===== src/pool_pkg.sv =====
`default_nettype none

package pool_pkg;

	//////////////////////////////////////////////////
	// Image geometry
	//////////////////////////////////////////////////
	localparam int POOL_IMG_W = 16;
	localparam int POOL_IMG_H = 16;
	localparam int POOL_PXL_W = 8;
	localparam int POOL_SUM_W = 12;
	localparam int POOL_FRAME_PIX = POOL_IMG_W * POOL_IMG_H;
	// One row plus one pixel pushes the last centre out
	localparam int POOL_FLUSH_BEATS = POOL_IMG_W + 1;
	localparam int POOL_FIFO_AW = 8;

	// Index and counter widths
	localparam int POOL_COL_W = $clog2(POOL_IMG_W);
	localparam int POOL_ROW_W = $clog2(POOL_IMG_H);
	localparam int POOL_BEAT_W = $clog2(POOL_FRAME_PIX + POOL_FLUSH_BEATS);
	localparam int POOL_FLUSH_W = $clog2(POOL_FLUSH_BEATS + 1);

	// Divide by 9 as x * 3641 >> 15, exact for every 12-bit x
	localparam int POOL_DIV9_SHIFT = 15;
	localparam logic [POOL_SUM_W-1:0] POOL_DIV9_MUL = 3641;

	//////////////////////////////////////////////////
	// Types passed between blocks
	//////////////////////////////////////////////////
	typedef logic [POOL_PXL_W-1:0] pxl_t;
	typedef logic [POOL_SUM_W-1:0] sum_t;
	typedef logic [POOL_BEAT_W-1:0] beat_cnt_t;
	typedef logic [POOL_FLUSH_W-1:0] flush_cnt_t;

	// Window centre completed by the current beat
	typedef struct packed {
		logic [POOL_ROW_W-1:0] row;
		logic [POOL_COL_W-1:0] col;
		logic top;
		logic bottom;
		logic left;
		logic right;
		logic center_valid;
	} pos_t;

	typedef struct packed {
		logic valid;
		pxl_t pxl;
	} beat_t;

	// One vertical slice of the window
	typedef struct packed {
		pxl_t top;
		pxl_t middle;
		pxl_t bottom;
	} column_t;

	typedef struct packed {
		pxl_t p00;
		pxl_t p01;
		pxl_t p02;
		pxl_t p10;
		pxl_t p11;
		pxl_t p12;
		pxl_t p20;
		pxl_t p21;
		pxl_t p22;
	} window_t;

	typedef struct packed {
		logic valid;
		pxl_t pxl;
	} result_t;

endpackage

`default_nettype wire


===== src/pool_frame_ctrl.sv =====
`timescale 1ns/100ps
`default_nettype none

module pool_frame_ctrl (
	input  logic              clk,
	input  logic              reset,
	input  logic              valid_in,
	input  pool_pkg::pxl_t    pxl_in,
	output logic              ready,
	output pool_pkg::beat_t   beat,
	output pool_pkg::pos_t    pos,
	input  logic              fifo_full,
	input  logic              fifo_empty,
	output logic              drain
);

	typedef enum logic [1:0] {
		ST_ACCEPT,
		ST_FLUSH,
		ST_DRAIN
	} state_t;

	state_t                  state;
	pool_pkg::beat_cnt_t     beat_cnt;
	pool_pkg::flush_cnt_t    flush_cnt;
	pool_pkg::beat_cnt_t     ctr_idx;
	logic                    accept;
	logic                    flush_beat;
	logic                    beat_fire;
	logic                    beat_valid;
	pool_pkg::pxl_t          beat_pxl;
	pool_pkg::pos_t          pos_next;

	//////////////////////////////////////////////////
	// Beat generation
	//////////////////////////////////////////////////
	assign ready = (state == ST_ACCEPT);
	assign accept = valid_in & ready;
	assign flush_beat = (state == ST_FLUSH) &&
		(flush_cnt != pool_pkg::flush_cnt_t'(pool_pkg::POOL_FLUSH_BEATS));
	assign beat_fire = accept | flush_beat;

	// Stop reading as soon as the FIFO runs dry
	assign drain = (state == ST_DRAIN) & ~fifo_empty;

	// Centre sits one row and one column behind the beat
	assign ctr_idx = beat_cnt - pool_pkg::beat_cnt_t'(pool_pkg::POOL_IMG_W + 1);

	always_comb begin
		pos_next.row = ctr_idx[pool_pkg::POOL_COL_W +: pool_pkg::POOL_ROW_W];
		pos_next.col = ctr_idx[pool_pkg::POOL_COL_W-1:0];
		pos_next.top = (pos_next.row == '0);
		pos_next.bottom = (pos_next.row == '1);
		pos_next.left = (pos_next.col == '0);
		pos_next.right = (pos_next.col == '1);
		pos_next.center_valid = (beat_cnt >
			pool_pkg::beat_cnt_t'(pool_pkg::POOL_IMG_W));
	end

	//////////////////////////////////////////////////
	// Frame FSM
	//////////////////////////////////////////////////
	always_ff @(posedge clk) begin
		if (reset) begin
			state <= ST_ACCEPT;
			beat_cnt <= '0;
			flush_cnt <= '0;
			beat_valid <= 1'b0;
		end else begin
			beat_valid <= beat_fire;
			if (beat_fire) begin
				beat_cnt <= beat_cnt + 1'b1;
			end
			case (state)
				ST_ACCEPT: begin
					flush_cnt <= '0;
					if (accept && beat_cnt ==
						pool_pkg::beat_cnt_t'(pool_pkg::POOL_FRAME_PIX - 1)) begin
						state <= ST_FLUSH;
					end
				end
				ST_FLUSH: begin
					if (flush_beat) begin
						flush_cnt <= flush_cnt + 1'b1;
					end else if (fifo_full) begin
						state <= ST_DRAIN;
					end
				end
				ST_DRAIN: begin
					// Last entry left the FIFO, open the next frame
					if (fifo_empty) begin
						state <= ST_ACCEPT;
						beat_cnt <= '0;
					end
				end
				default: state <= ST_ACCEPT;
			endcase
		end
	end

	// Flush beats carry zeros
	always_ff @(posedge clk) begin
		beat_pxl <= accept ? pxl_in : '0;
		pos <= pos_next;
	end

	assign beat.valid = beat_valid;
	assign beat.pxl = beat_pxl;

	// Every centre must be in the FIFO before the drain starts
	a_no_beat_in_drain: assert property (@(posedge clk) disable iff (reset)
		(state == ST_DRAIN) |-> !beat_valid);

	a_drain_starts_full: assert property (@(posedge clk) disable iff (reset)
		$rose(drain) |-> fifo_full);

endmodule

`default_nettype wire


===== src/pool_line_buffer.sv =====
`timescale 1ns/100ps
`default_nettype none

module pool_line_buffer (
	input  logic                 clk,
	input  logic                 reset,
	input  pool_pkg::beat_t      beat_in,
	input  pool_pkg::pos_t       pos_in,
	output pool_pkg::column_t    column,
	output pool_pkg::pos_t       pos_out,
	output logic                 column_valid
);

	// Row delay memories, one and two rows back
	pool_pkg::pxl_t                    row_mem1 [pool_pkg::POOL_IMG_W];
	pool_pkg::pxl_t                    row_mem2 [pool_pkg::POOL_IMG_W];
	logic [pool_pkg::POOL_COL_W-1:0]   col_ptr;

	//////////////////////////////////////////////////
	// Pointer and valid
	//////////////////////////////////////////////////
	// Free running, a full wrap is exactly one row of delay
	always_ff @(posedge clk) begin
		if (reset) begin
			col_ptr <= '0;
			column_valid <= 1'b0;
		end else begin
			column_valid <= beat_in.valid;
			if (beat_in.valid) begin
				col_ptr <= col_ptr + 1'b1;
			end
		end
	end

	//////////////////////////////////////////////////
	// Row memories
	//////////////////////////////////////////////////
	always_ff @(posedge clk) begin
		if (beat_in.valid) begin
			row_mem1[col_ptr] <= beat_in.pxl;
			row_mem2[col_ptr] <= row_mem1[col_ptr];
		end
	end

	// Column leaves together with the pixels it replaces
	always_ff @(posedge clk) begin
		if (beat_in.valid) begin
			column.top <= row_mem2[col_ptr];
			column.middle <= row_mem1[col_ptr];
			column.bottom <= beat_in.pxl;
		end
	end

	// Position tag follows the beat by the same cycle
	always_ff @(posedge clk) begin
		pos_out <= pos_in;
	end

endmodule

`default_nettype wire


===== src/pool_window.sv =====
`timescale 1ns/100ps
`default_nettype none

module pool_window (
	input  logic                 clk,
	input  logic                 reset,
	input  pool_pkg::column_t    column,
	input  pool_pkg::pos_t       pos_in,
	input  logic                 column_valid,
	output pool_pkg::window_t    window,
	output logic                 window_valid
);

	pool_pkg::column_t   col_l;
	pool_pkg::column_t   col_m;
	pool_pkg::column_t   tap_l;
	pool_pkg::column_t   tap_m;
	pool_pkg::column_t   tap_r;
	logic [pool_pkg::POOL_ROW_W+pool_pkg::POOL_COL_W-1:0] ctr_next;

	//////////////////////////////////////////////////
	// Zero padding
	//////////////////////////////////////////////////
	always_comb begin
		tap_l = pos_in.left ? '0 : col_l;
		tap_m = col_m;
		tap_r = pos_in.right ? '0 : column;
		if (pos_in.top) begin
			tap_l.top = '0;
			tap_m.top = '0;
			tap_r.top = '0;
		end
		if (pos_in.bottom) begin
			tap_l.bottom = '0;
			tap_m.bottom = '0;
			tap_r.bottom = '0;
		end
	end

	//////////////////////////////////////////////////
	// Shift register
	//////////////////////////////////////////////////
	always_ff @(posedge clk) begin
		if (column_valid) begin
			col_l <= col_m;
			col_m <= column;
			window <= '{p00: tap_l.top, p01: tap_m.top, p02: tap_r.top,
				p10: tap_l.middle, p11: tap_m.middle, p12: tap_r.middle,
				p20: tap_l.bottom, p21: tap_m.bottom, p22: tap_r.bottom};
		end
	end

	// Raster index the next valid centre must carry
	always_ff @(posedge clk) begin
		if (reset) begin
			window_valid <= 1'b0;
			ctr_next <= '0;
		end else begin
			window_valid <= column_valid & pos_in.center_valid;
			if (column_valid && pos_in.center_valid) begin
				ctr_next <= {pos_in.row, pos_in.col} + 1'b1;
			end
		end
	end

	// Each advance with a valid centre brings the raster successor of the last one
	a_centre_in_order: assert property (@(posedge clk) disable iff (reset)
		(column_valid && pos_in.center_valid) |-> ({pos_in.row, pos_in.col} == ctr_next));

endmodule

`default_nettype wire


===== src/pool_avg_core.sv =====
`timescale 1ns/100ps
`default_nettype none

module pool_avg_core (
	input  logic                 clk,
	input  logic                 reset,
	input  pool_pkg::window_t    window,
	input  logic                 window_valid,
	output pool_pkg::result_t    result
);

	pool_pkg::sum_t                          sum_top;
	pool_pkg::sum_t                          sum_mid;
	pool_pkg::sum_t                          sum_bot;
	logic                                    sum_valid;
	pool_pkg::sum_t                          total;
	logic [2*pool_pkg::POOL_SUM_W-1:0]       prod;
	logic [pool_pkg::POOL_PXL_W:0]           quot;

	//////////////////////////////////////////////////
	// Stage 1: row sums
	//////////////////////////////////////////////////
	always_ff @(posedge clk) begin
		sum_top <= pool_pkg::sum_t'(window.p00) + pool_pkg::sum_t'(window.p01) +
			pool_pkg::sum_t'(window.p02);
		sum_mid <= pool_pkg::sum_t'(window.p10) + pool_pkg::sum_t'(window.p11) +
			pool_pkg::sum_t'(window.p12);
		sum_bot <= pool_pkg::sum_t'(window.p20) + pool_pkg::sum_t'(window.p21) +
			pool_pkg::sum_t'(window.p22);
	end

	//////////////////////////////////////////////////
	// Stage 2: total, round, divide by 9
	//////////////////////////////////////////////////
	// Adding 4 turns floor into round to nearest
	assign total = sum_top + sum_mid + sum_bot + pool_pkg::sum_t'(4);
	assign prod = {{pool_pkg::POOL_SUM_W{1'b0}}, total} *
		{{pool_pkg::POOL_SUM_W{1'b0}}, pool_pkg::POOL_DIV9_MUL};
	assign quot = prod[pool_pkg::POOL_DIV9_SHIFT +: pool_pkg::POOL_PXL_W + 1];

	always_ff @(posedge clk) begin
		result.pxl <= quot[pool_pkg::POOL_PXL_W-1:0];
	end

	always_ff @(posedge clk) begin
		if (reset) begin
			sum_valid <= 1'b0;
			result.valid <= 1'b0;
		end else begin
			sum_valid <= window_valid;
			result.valid <= sum_valid;
		end
	end

	// Top bit of the quotient is spare and must stay clear
	a_result_in_range: assert property (@(posedge clk) disable iff (reset)
		sum_valid |-> (quot <= (pool_pkg::POOL_PXL_W + 1)'(255)));

endmodule

`default_nettype wire


===== src/pool_out_fifo.sv =====
`timescale 1ns/100ps
`default_nettype none

module pool_out_fifo (
	input  logic                 clk,
	input  logic                 reset,
	input  pool_pkg::result_t    wr,
	input  logic                 rd_en,
	output logic                 full,
	output logic                 empty,
	output pool_pkg::result_t    rd
);

	pool_pkg::pxl_t                        mem [2**pool_pkg::POOL_FIFO_AW];
	logic [pool_pkg::POOL_FIFO_AW-1:0]     wr_ptr;
	logic [pool_pkg::POOL_FIFO_AW-1:0]     rd_ptr;
	logic [pool_pkg::POOL_FIFO_AW:0]       count;
	logic                                  do_rd;

	assign full = count[pool_pkg::POOL_FIFO_AW];
	assign empty = (count == '0);
	assign do_rd = rd_en & ~empty;

	//////////////////////////////////////////////////
	// Pointers and occupancy
	//////////////////////////////////////////////////
	always_ff @(posedge clk) begin
		if (reset) begin
			wr_ptr <= '0;
			rd_ptr <= '0;
			count <= '0;
			rd.valid <= 1'b0;
		end else begin
			rd.valid <= do_rd;
			if (wr.valid) begin
				wr_ptr <= wr_ptr + 1'b1;
			end
			if (do_rd) begin
				rd_ptr <= rd_ptr + 1'b1;
			end
			case ({wr.valid, do_rd})
				2'b10: count <= count + 1'b1;
				2'b01: count <= count - 1'b1;
				default: count <= count;
			endcase
		end
	end

	//////////////////////////////////////////////////
	// Storage
	//////////////////////////////////////////////////
	always_ff @(posedge clk) begin
		if (wr.valid) begin
			mem[wr_ptr] <= wr.pxl;
		end
	end

	always_ff @(posedge clk) begin
		if (do_rd) begin
			rd.pxl <= mem[rd_ptr];
		end
	end

	// One frame fits exactly, so the control never overruns it
	a_no_write_full: assert property (@(posedge clk) disable iff (reset)
		!(wr.valid && full));

	a_no_read_empty: assert property (@(posedge clk) disable iff (reset)
		!(rd_en && empty));

endmodule

`default_nettype wire


===== src/avgp_3x3_top.sv =====
`timescale 1ns/100ps
`default_nettype none

module avgp_3x3_top (
	input  logic              clk,
	input  logic              reset,
	input  logic              valid_in,
	input  pool_pkg::pxl_t    pxl_in,
	output logic              ready,
	output logic              valid_out,
	output pool_pkg::pxl_t    pxl_out
);

	pool_pkg::beat_t     beat;
	pool_pkg::pos_t      beat_pos;
	pool_pkg::column_t   column;
	pool_pkg::pos_t      column_pos;
	logic                column_valid;
	pool_pkg::window_t   window;
	logic                window_valid;
	pool_pkg::result_t   core_result;
	pool_pkg::result_t   fifo_rd;
	logic                fifo_full;
	logic                fifo_empty;
	logic                drain;

	//////////////////////////////////////////////////
	// Control
	//////////////////////////////////////////////////
	pool_frame_ctrl pool_frame_ctrl_inst (
		.clk        (clk),
		.reset      (reset),
		.valid_in   (valid_in),
		.pxl_in     (pxl_in),
		.ready      (ready),
		.beat       (beat),
		.pos        (beat_pos),
		.fifo_full  (fifo_full),
		.fifo_empty (fifo_empty),
		.drain      (drain)
	);

	//////////////////////////////////////////////////
	// Datapath
	//////////////////////////////////////////////////
	pool_line_buffer pool_line_buffer_inst (
		.clk          (clk),
		.reset        (reset),
		.beat_in      (beat),
		.pos_in       (beat_pos),
		.column       (column),
		.pos_out      (column_pos),
		.column_valid (column_valid)
	);

	pool_window pool_window_inst (
		.clk          (clk),
		.reset        (reset),
		.column       (column),
		.pos_in       (column_pos),
		.column_valid (column_valid),
		.window       (window),
		.window_valid (window_valid)
	);

	pool_avg_core pool_avg_core_inst (
		.clk          (clk),
		.reset        (reset),
		.window       (window),
		.window_valid (window_valid),
		.result       (core_result)
	);

	// Holds a whole frame, released as one burst
	pool_out_fifo pool_out_fifo_inst (
		.clk   (clk),
		.reset (reset),
		.wr    (core_result),
		.rd_en (drain),
		.full  (fifo_full),
		.empty (fifo_empty),
		.rd    (fifo_rd)
	);

	assign valid_out = fifo_rd.valid;
	assign pxl_out = fifo_rd.pxl;

endmodule

`default_nettype wire


===== config.mk =====
export PLATFORM = sky130hd
export DESIGN_NAME = avgp_3x3_top
export DESIGN_NICKNAME = d
export VERILOG_FILES = /design/src/pool_pkg.sv /design/src/pool_frame_ctrl.sv /design/src/pool_line_buffer.sv /design/src/pool_window.sv /design/src/pool_avg_core.sv /design/src/pool_out_fifo.sv /design/src/avgp_3x3_top.sv
export SDC_FILE = /design/constraint.sdc
export NUM_CORES = 2
export LEC_CHECK = 0
export CAP_MARGIN = 25
export CORE_MARGIN = 8
export CORE_UTILIZATION = 34
export DETAILED_ROUTE_END_ITERATION = 10
export DONT_BUFFER_PORTS = 1
export PLACE_DENSITY_LB_ADDON = 0.12
export SETUP_SLACK_MARGIN = 0.2
export SYNTH_ARGS = -nofsm -noshare
export SYNTH_HDL_FRONTEND = slang
export SYNTH_SLANG_ARGS = --single-unit

===== constraint.sdc =====
create_clock -name clk -period 8.1 [get_ports clk]
set_input_delay 0.405 -clock clk [delete_from_list [all_inputs] [get_ports clk]]
set_output_delay 0.405 -clock clk [all_outputs]
set_load 0.01 [all_outputs]

==> summary.md <==
| Metric | Value |
|---|---|
| Status | finished clean |
| IR drop worst, VDD | 2910 uV |
| Max Fclk | 137 MHz |
| Effective utilization at floorplan | 34.1% |
| Worst Path Class, Setup | reg -> reg |
| GP Congestion | 0.784 |
| Sequential-to-total area share from yosys stat | 74.1% |
| CTS resizes | 0 |
| TritonCTS clock tree | yes |
| NumNets Final | 5484 |
| Sequential power share | 31.8% |
| CP delay by family, top | adder cells |
| RSZ-0062 raised after global routing | no |
| Fin. max-slew vios | 0 |
| WP buf/inv | 5 |
| CP arrival | 8030 ps |
| Final HPWL DP | 170000 um |
| Slew at the pin with the worst max-slew slack | 1270 ps |
| I/O pin count | 21 |
| Synth Warn # | 0 |
| Core area | 300000 sq um |
| Final period utilization | 90.1% |
| WL per Instance | 29.3 um |
| Sequential cell area | 75800 sq um |
| Mapped Cells | 5090 |
| Async SR Flop Fraction | 0% |
| Tot Pwr | 0.0530 W |
| Met3 usage | 3.32% |
| Hold Crit Class | in -> reg |
| Vias per cell | 5.21 |
| DR vias | 49300 |
| P&R area growth vs syn | 13.6% |
| Vias in the first global route | 51100 |
| Startpoint Class | register |
| Worst-Skew Late Latency | 880 ps |
| Clock Skews | 48.0 ps |
| Most common cell in the netlist | edfxtp_1 |
| Met1 Use GR | 24.3% |
| Die area | 318000 sq um |
| CTS buffer count | 289 |
| Total grt overflow | 0 |
| DRT antenna net count | 0 |
| Crit path capture type | register |
| # H-tree levels | 5 |
| Combinational Power Share | 44.8% |
| Syn_nets | 5297 |
| CTS max path bufs | 4 |
| Period minus WS final | 7300 ps |
| # DRC | 0 |
| Seq cells post-synth | 2559 |
| Sink Count | 2559 |
| 1st-pass router iterations | 9 |
| Clock-pin slew of the registers on the worst-case setup and hold paths | 50 ps |
| Share of the synthesized area in the top cell type | 72.0% |
| P_leak | 36.2 nW |
| Sw Ratio | 35.9% |
| IO Port Bufs | 0 |
| Distinct cells, synth | 72 |
| GRT Max-Usage Layer | met2 |
| CTS Hold Bufs | 12 |
| Root Driver | clkbuf_16 |
| CP peak stage delay | 520 ps |
| Top cells by area, synth | edfxtp_1, mux4_2, dfxtp_1 |
| Clock share of power | 23.4% |
| Fillers | 27000 |
| Die Height | 564 um |
| Psw | 0.0190 W |
| First-pass GRT wire length | 394000 um |
| EDFF count, synth | 2448 |
| Multi-input gate area | 24500 sq um |
| Max cap viols | 0 |
| Slowest CP cell | fa_1 |
| Pwr/cell area | 457 nW/um^2 |
| Antenna violations before repair | 13 |
| Final WL | 277000 um |
| Internal | 0.0340 W |
| Worst path most repeated cell | fa_1 |
| Drt initial violations | 4116 |
| Crit Path Max Fanout | 5 |
| Synth Flop Type | edfxtp_1 |
| Final hold vios | 0 |
| Setup TNS | 0 ps |
| Met2 Use GR | 27.5% |
| Gr usage total | 17.1% |
| Share of cells above drive strength 1 | 21.3% |
| Max-slew headroom | 15.4% |
| Setup-failing EPs final | 0 |
| Horiz. Die Dim | 564 um |
| Synth top cells by count | edfxtp_1, mux4_2, nor2_1 |
| FP Rows | 201 |
| Setup bufs post-CTS | 0 |
| Synthesized area per cell | 20.1 sq um |
| Post-Syn Area | 102000 sq um |
| Yosys top cell by area | edfxtp_1 |
| Pin count of the biggest net entering global routing | 153 |
| WP data required | 8830 ps |
-- placed cells by master, fill, tap and decap left out, types with 40 or more instances in the layout --
cell type  synthesis  final
inv_1            129    128
a221oi_1          43     43
a21oi_1          128    128
xnor2_1           58     58
nand2_1          109     93
and2_1            57     56
clkbuf_16          0    299
ha_1             156    156
nor2b_1           57     52
xor2_1            46     46
mux2i_1          128    128
nor2_1           361    356
fa_1              40     40
o21ai_0           44     44
edfxtp_1        2448   2448
buf_4             17    112
clkbuf_1         125     82
mux4_2           596    596
dfxtp_1          111     95
clkinv_1           0     62
-- kinds of logic (layout without fill, tap and decap cells) --
family          Yosys count  in the layout  synth area share (%)
flops                  2559           2559                  74.1
simple gates            689            689                  3.03
buf+inv                 387            800                  1.97
fa+ha+maj               196            196                  2.69
mux                     729            729                  14.5
other cells               0              2                     0
compound gates          426            426                  2.83
xor+xnor                104            104                 0.892
-- through the flow --
step                instances  setup WS, ps  instance area (sq um)  hold slack, ps  utilization, %
floorplan                5090          1090                 102000             310               -
global placement         8908           629                 107000             312            35.7
detailed placement       8922           730                 107000             312            35.7
CTS                      9451           684                 116000             119            38.7
global route             9462           322                 116000             164            38.7
finish                   9463           800                 116000             221            38.7
-- state kept, by name, summed over array words and instances (netlist names), 4 cells and up, named ones only --
register and cells:
pool_out_fifo_inst.wr_ptr 8, pool_frame_ctrl_inst.flush_cnt 5, pool_window_inst.col_l 24, pool_avg_core_inst.sum_mid 10
pool_window_inst.window 64, pool_avg_core_inst.sum_bot 10, pool_frame_ctrl_inst.beat_pxl 8, pool_line_buffer_inst.row_mem1 128
pool_out_fifo_inst.rd_ptr 8, pool_out_fifo_inst.mem 2048, pool_frame_ctrl_inst.pos 5, pool_line_buffer_inst.pos_out 5
pool_line_buffer_inst.row_mem2 128, pool_out_fifo_inst.count 9, pool_window_inst.col_m 24, pool_out_fifo_inst.rd 9
pool_avg_core_inst.sum_top 10, pool_frame_ctrl_inst.beat_cnt 9, pool_avg_core_inst.result 9, pool_line_buffer_inst.col_ptr 4
pool_line_buffer_inst.column 24
-- path summary, 6_finish.rpt --
| path | to | slack, ps | from | cells past startpoint |
|---|---|---|---|---|
| hold / removal | pool_frame_ctrl_inst.beat_pxl[0] | 220 | pxl_in[0] | 2 |
| hold reg to reg | pool_line_buffer_inst.pos_out[3] | 330 | pool_frame_ctrl_inst.pos[3] | 0 |
| setup reg to reg | pool_avg_core_inst.result[6] | 800 | pool_avg_core_inst.sum_bot[1] | 27 |
| setup / recovery | pool_avg_core_inst.result[6] | 800 | pool_avg_core_inst.sum_bot[1] | 27 |
-- power groups by stage --
stage | Combinational [W] | Clock [W] | Sequential [W]
global placement | 0.0242 | 0 | 0.0172
floorplan | 0.0183 | 0 | 0.0179
global route | 0.0272 | 0.0132 | 0.0169
finish | 0.0238 | 0.0124 | 0.0169
detailed placement | 0.0242 | 0 | 0.0172
CTS | 0.0244 | 0.0127 | 0.0169
-- layer usage --
layer | routed length (um) | part of all wire, %
met3 | 16400 | 5.9
met5 | 0 | 0
met2 | 131000 | 47
met4 | 5610 | 2.0
met1 | 124000 | 45
-- cell type report --
class,count,area share (%)
Sequential cell,2559,65.3
Multi-Input combinational cell,2144,21.1
Clock buffer,390,6.80
Tap cell,3958,4.27
Timing Repair Buffer,152,1.25
Clock inverter,127,0.802
Inverter,131,0.428
Antenna cell,2,0.00431
Note: power is estimated with default switching activity, not from simulation.
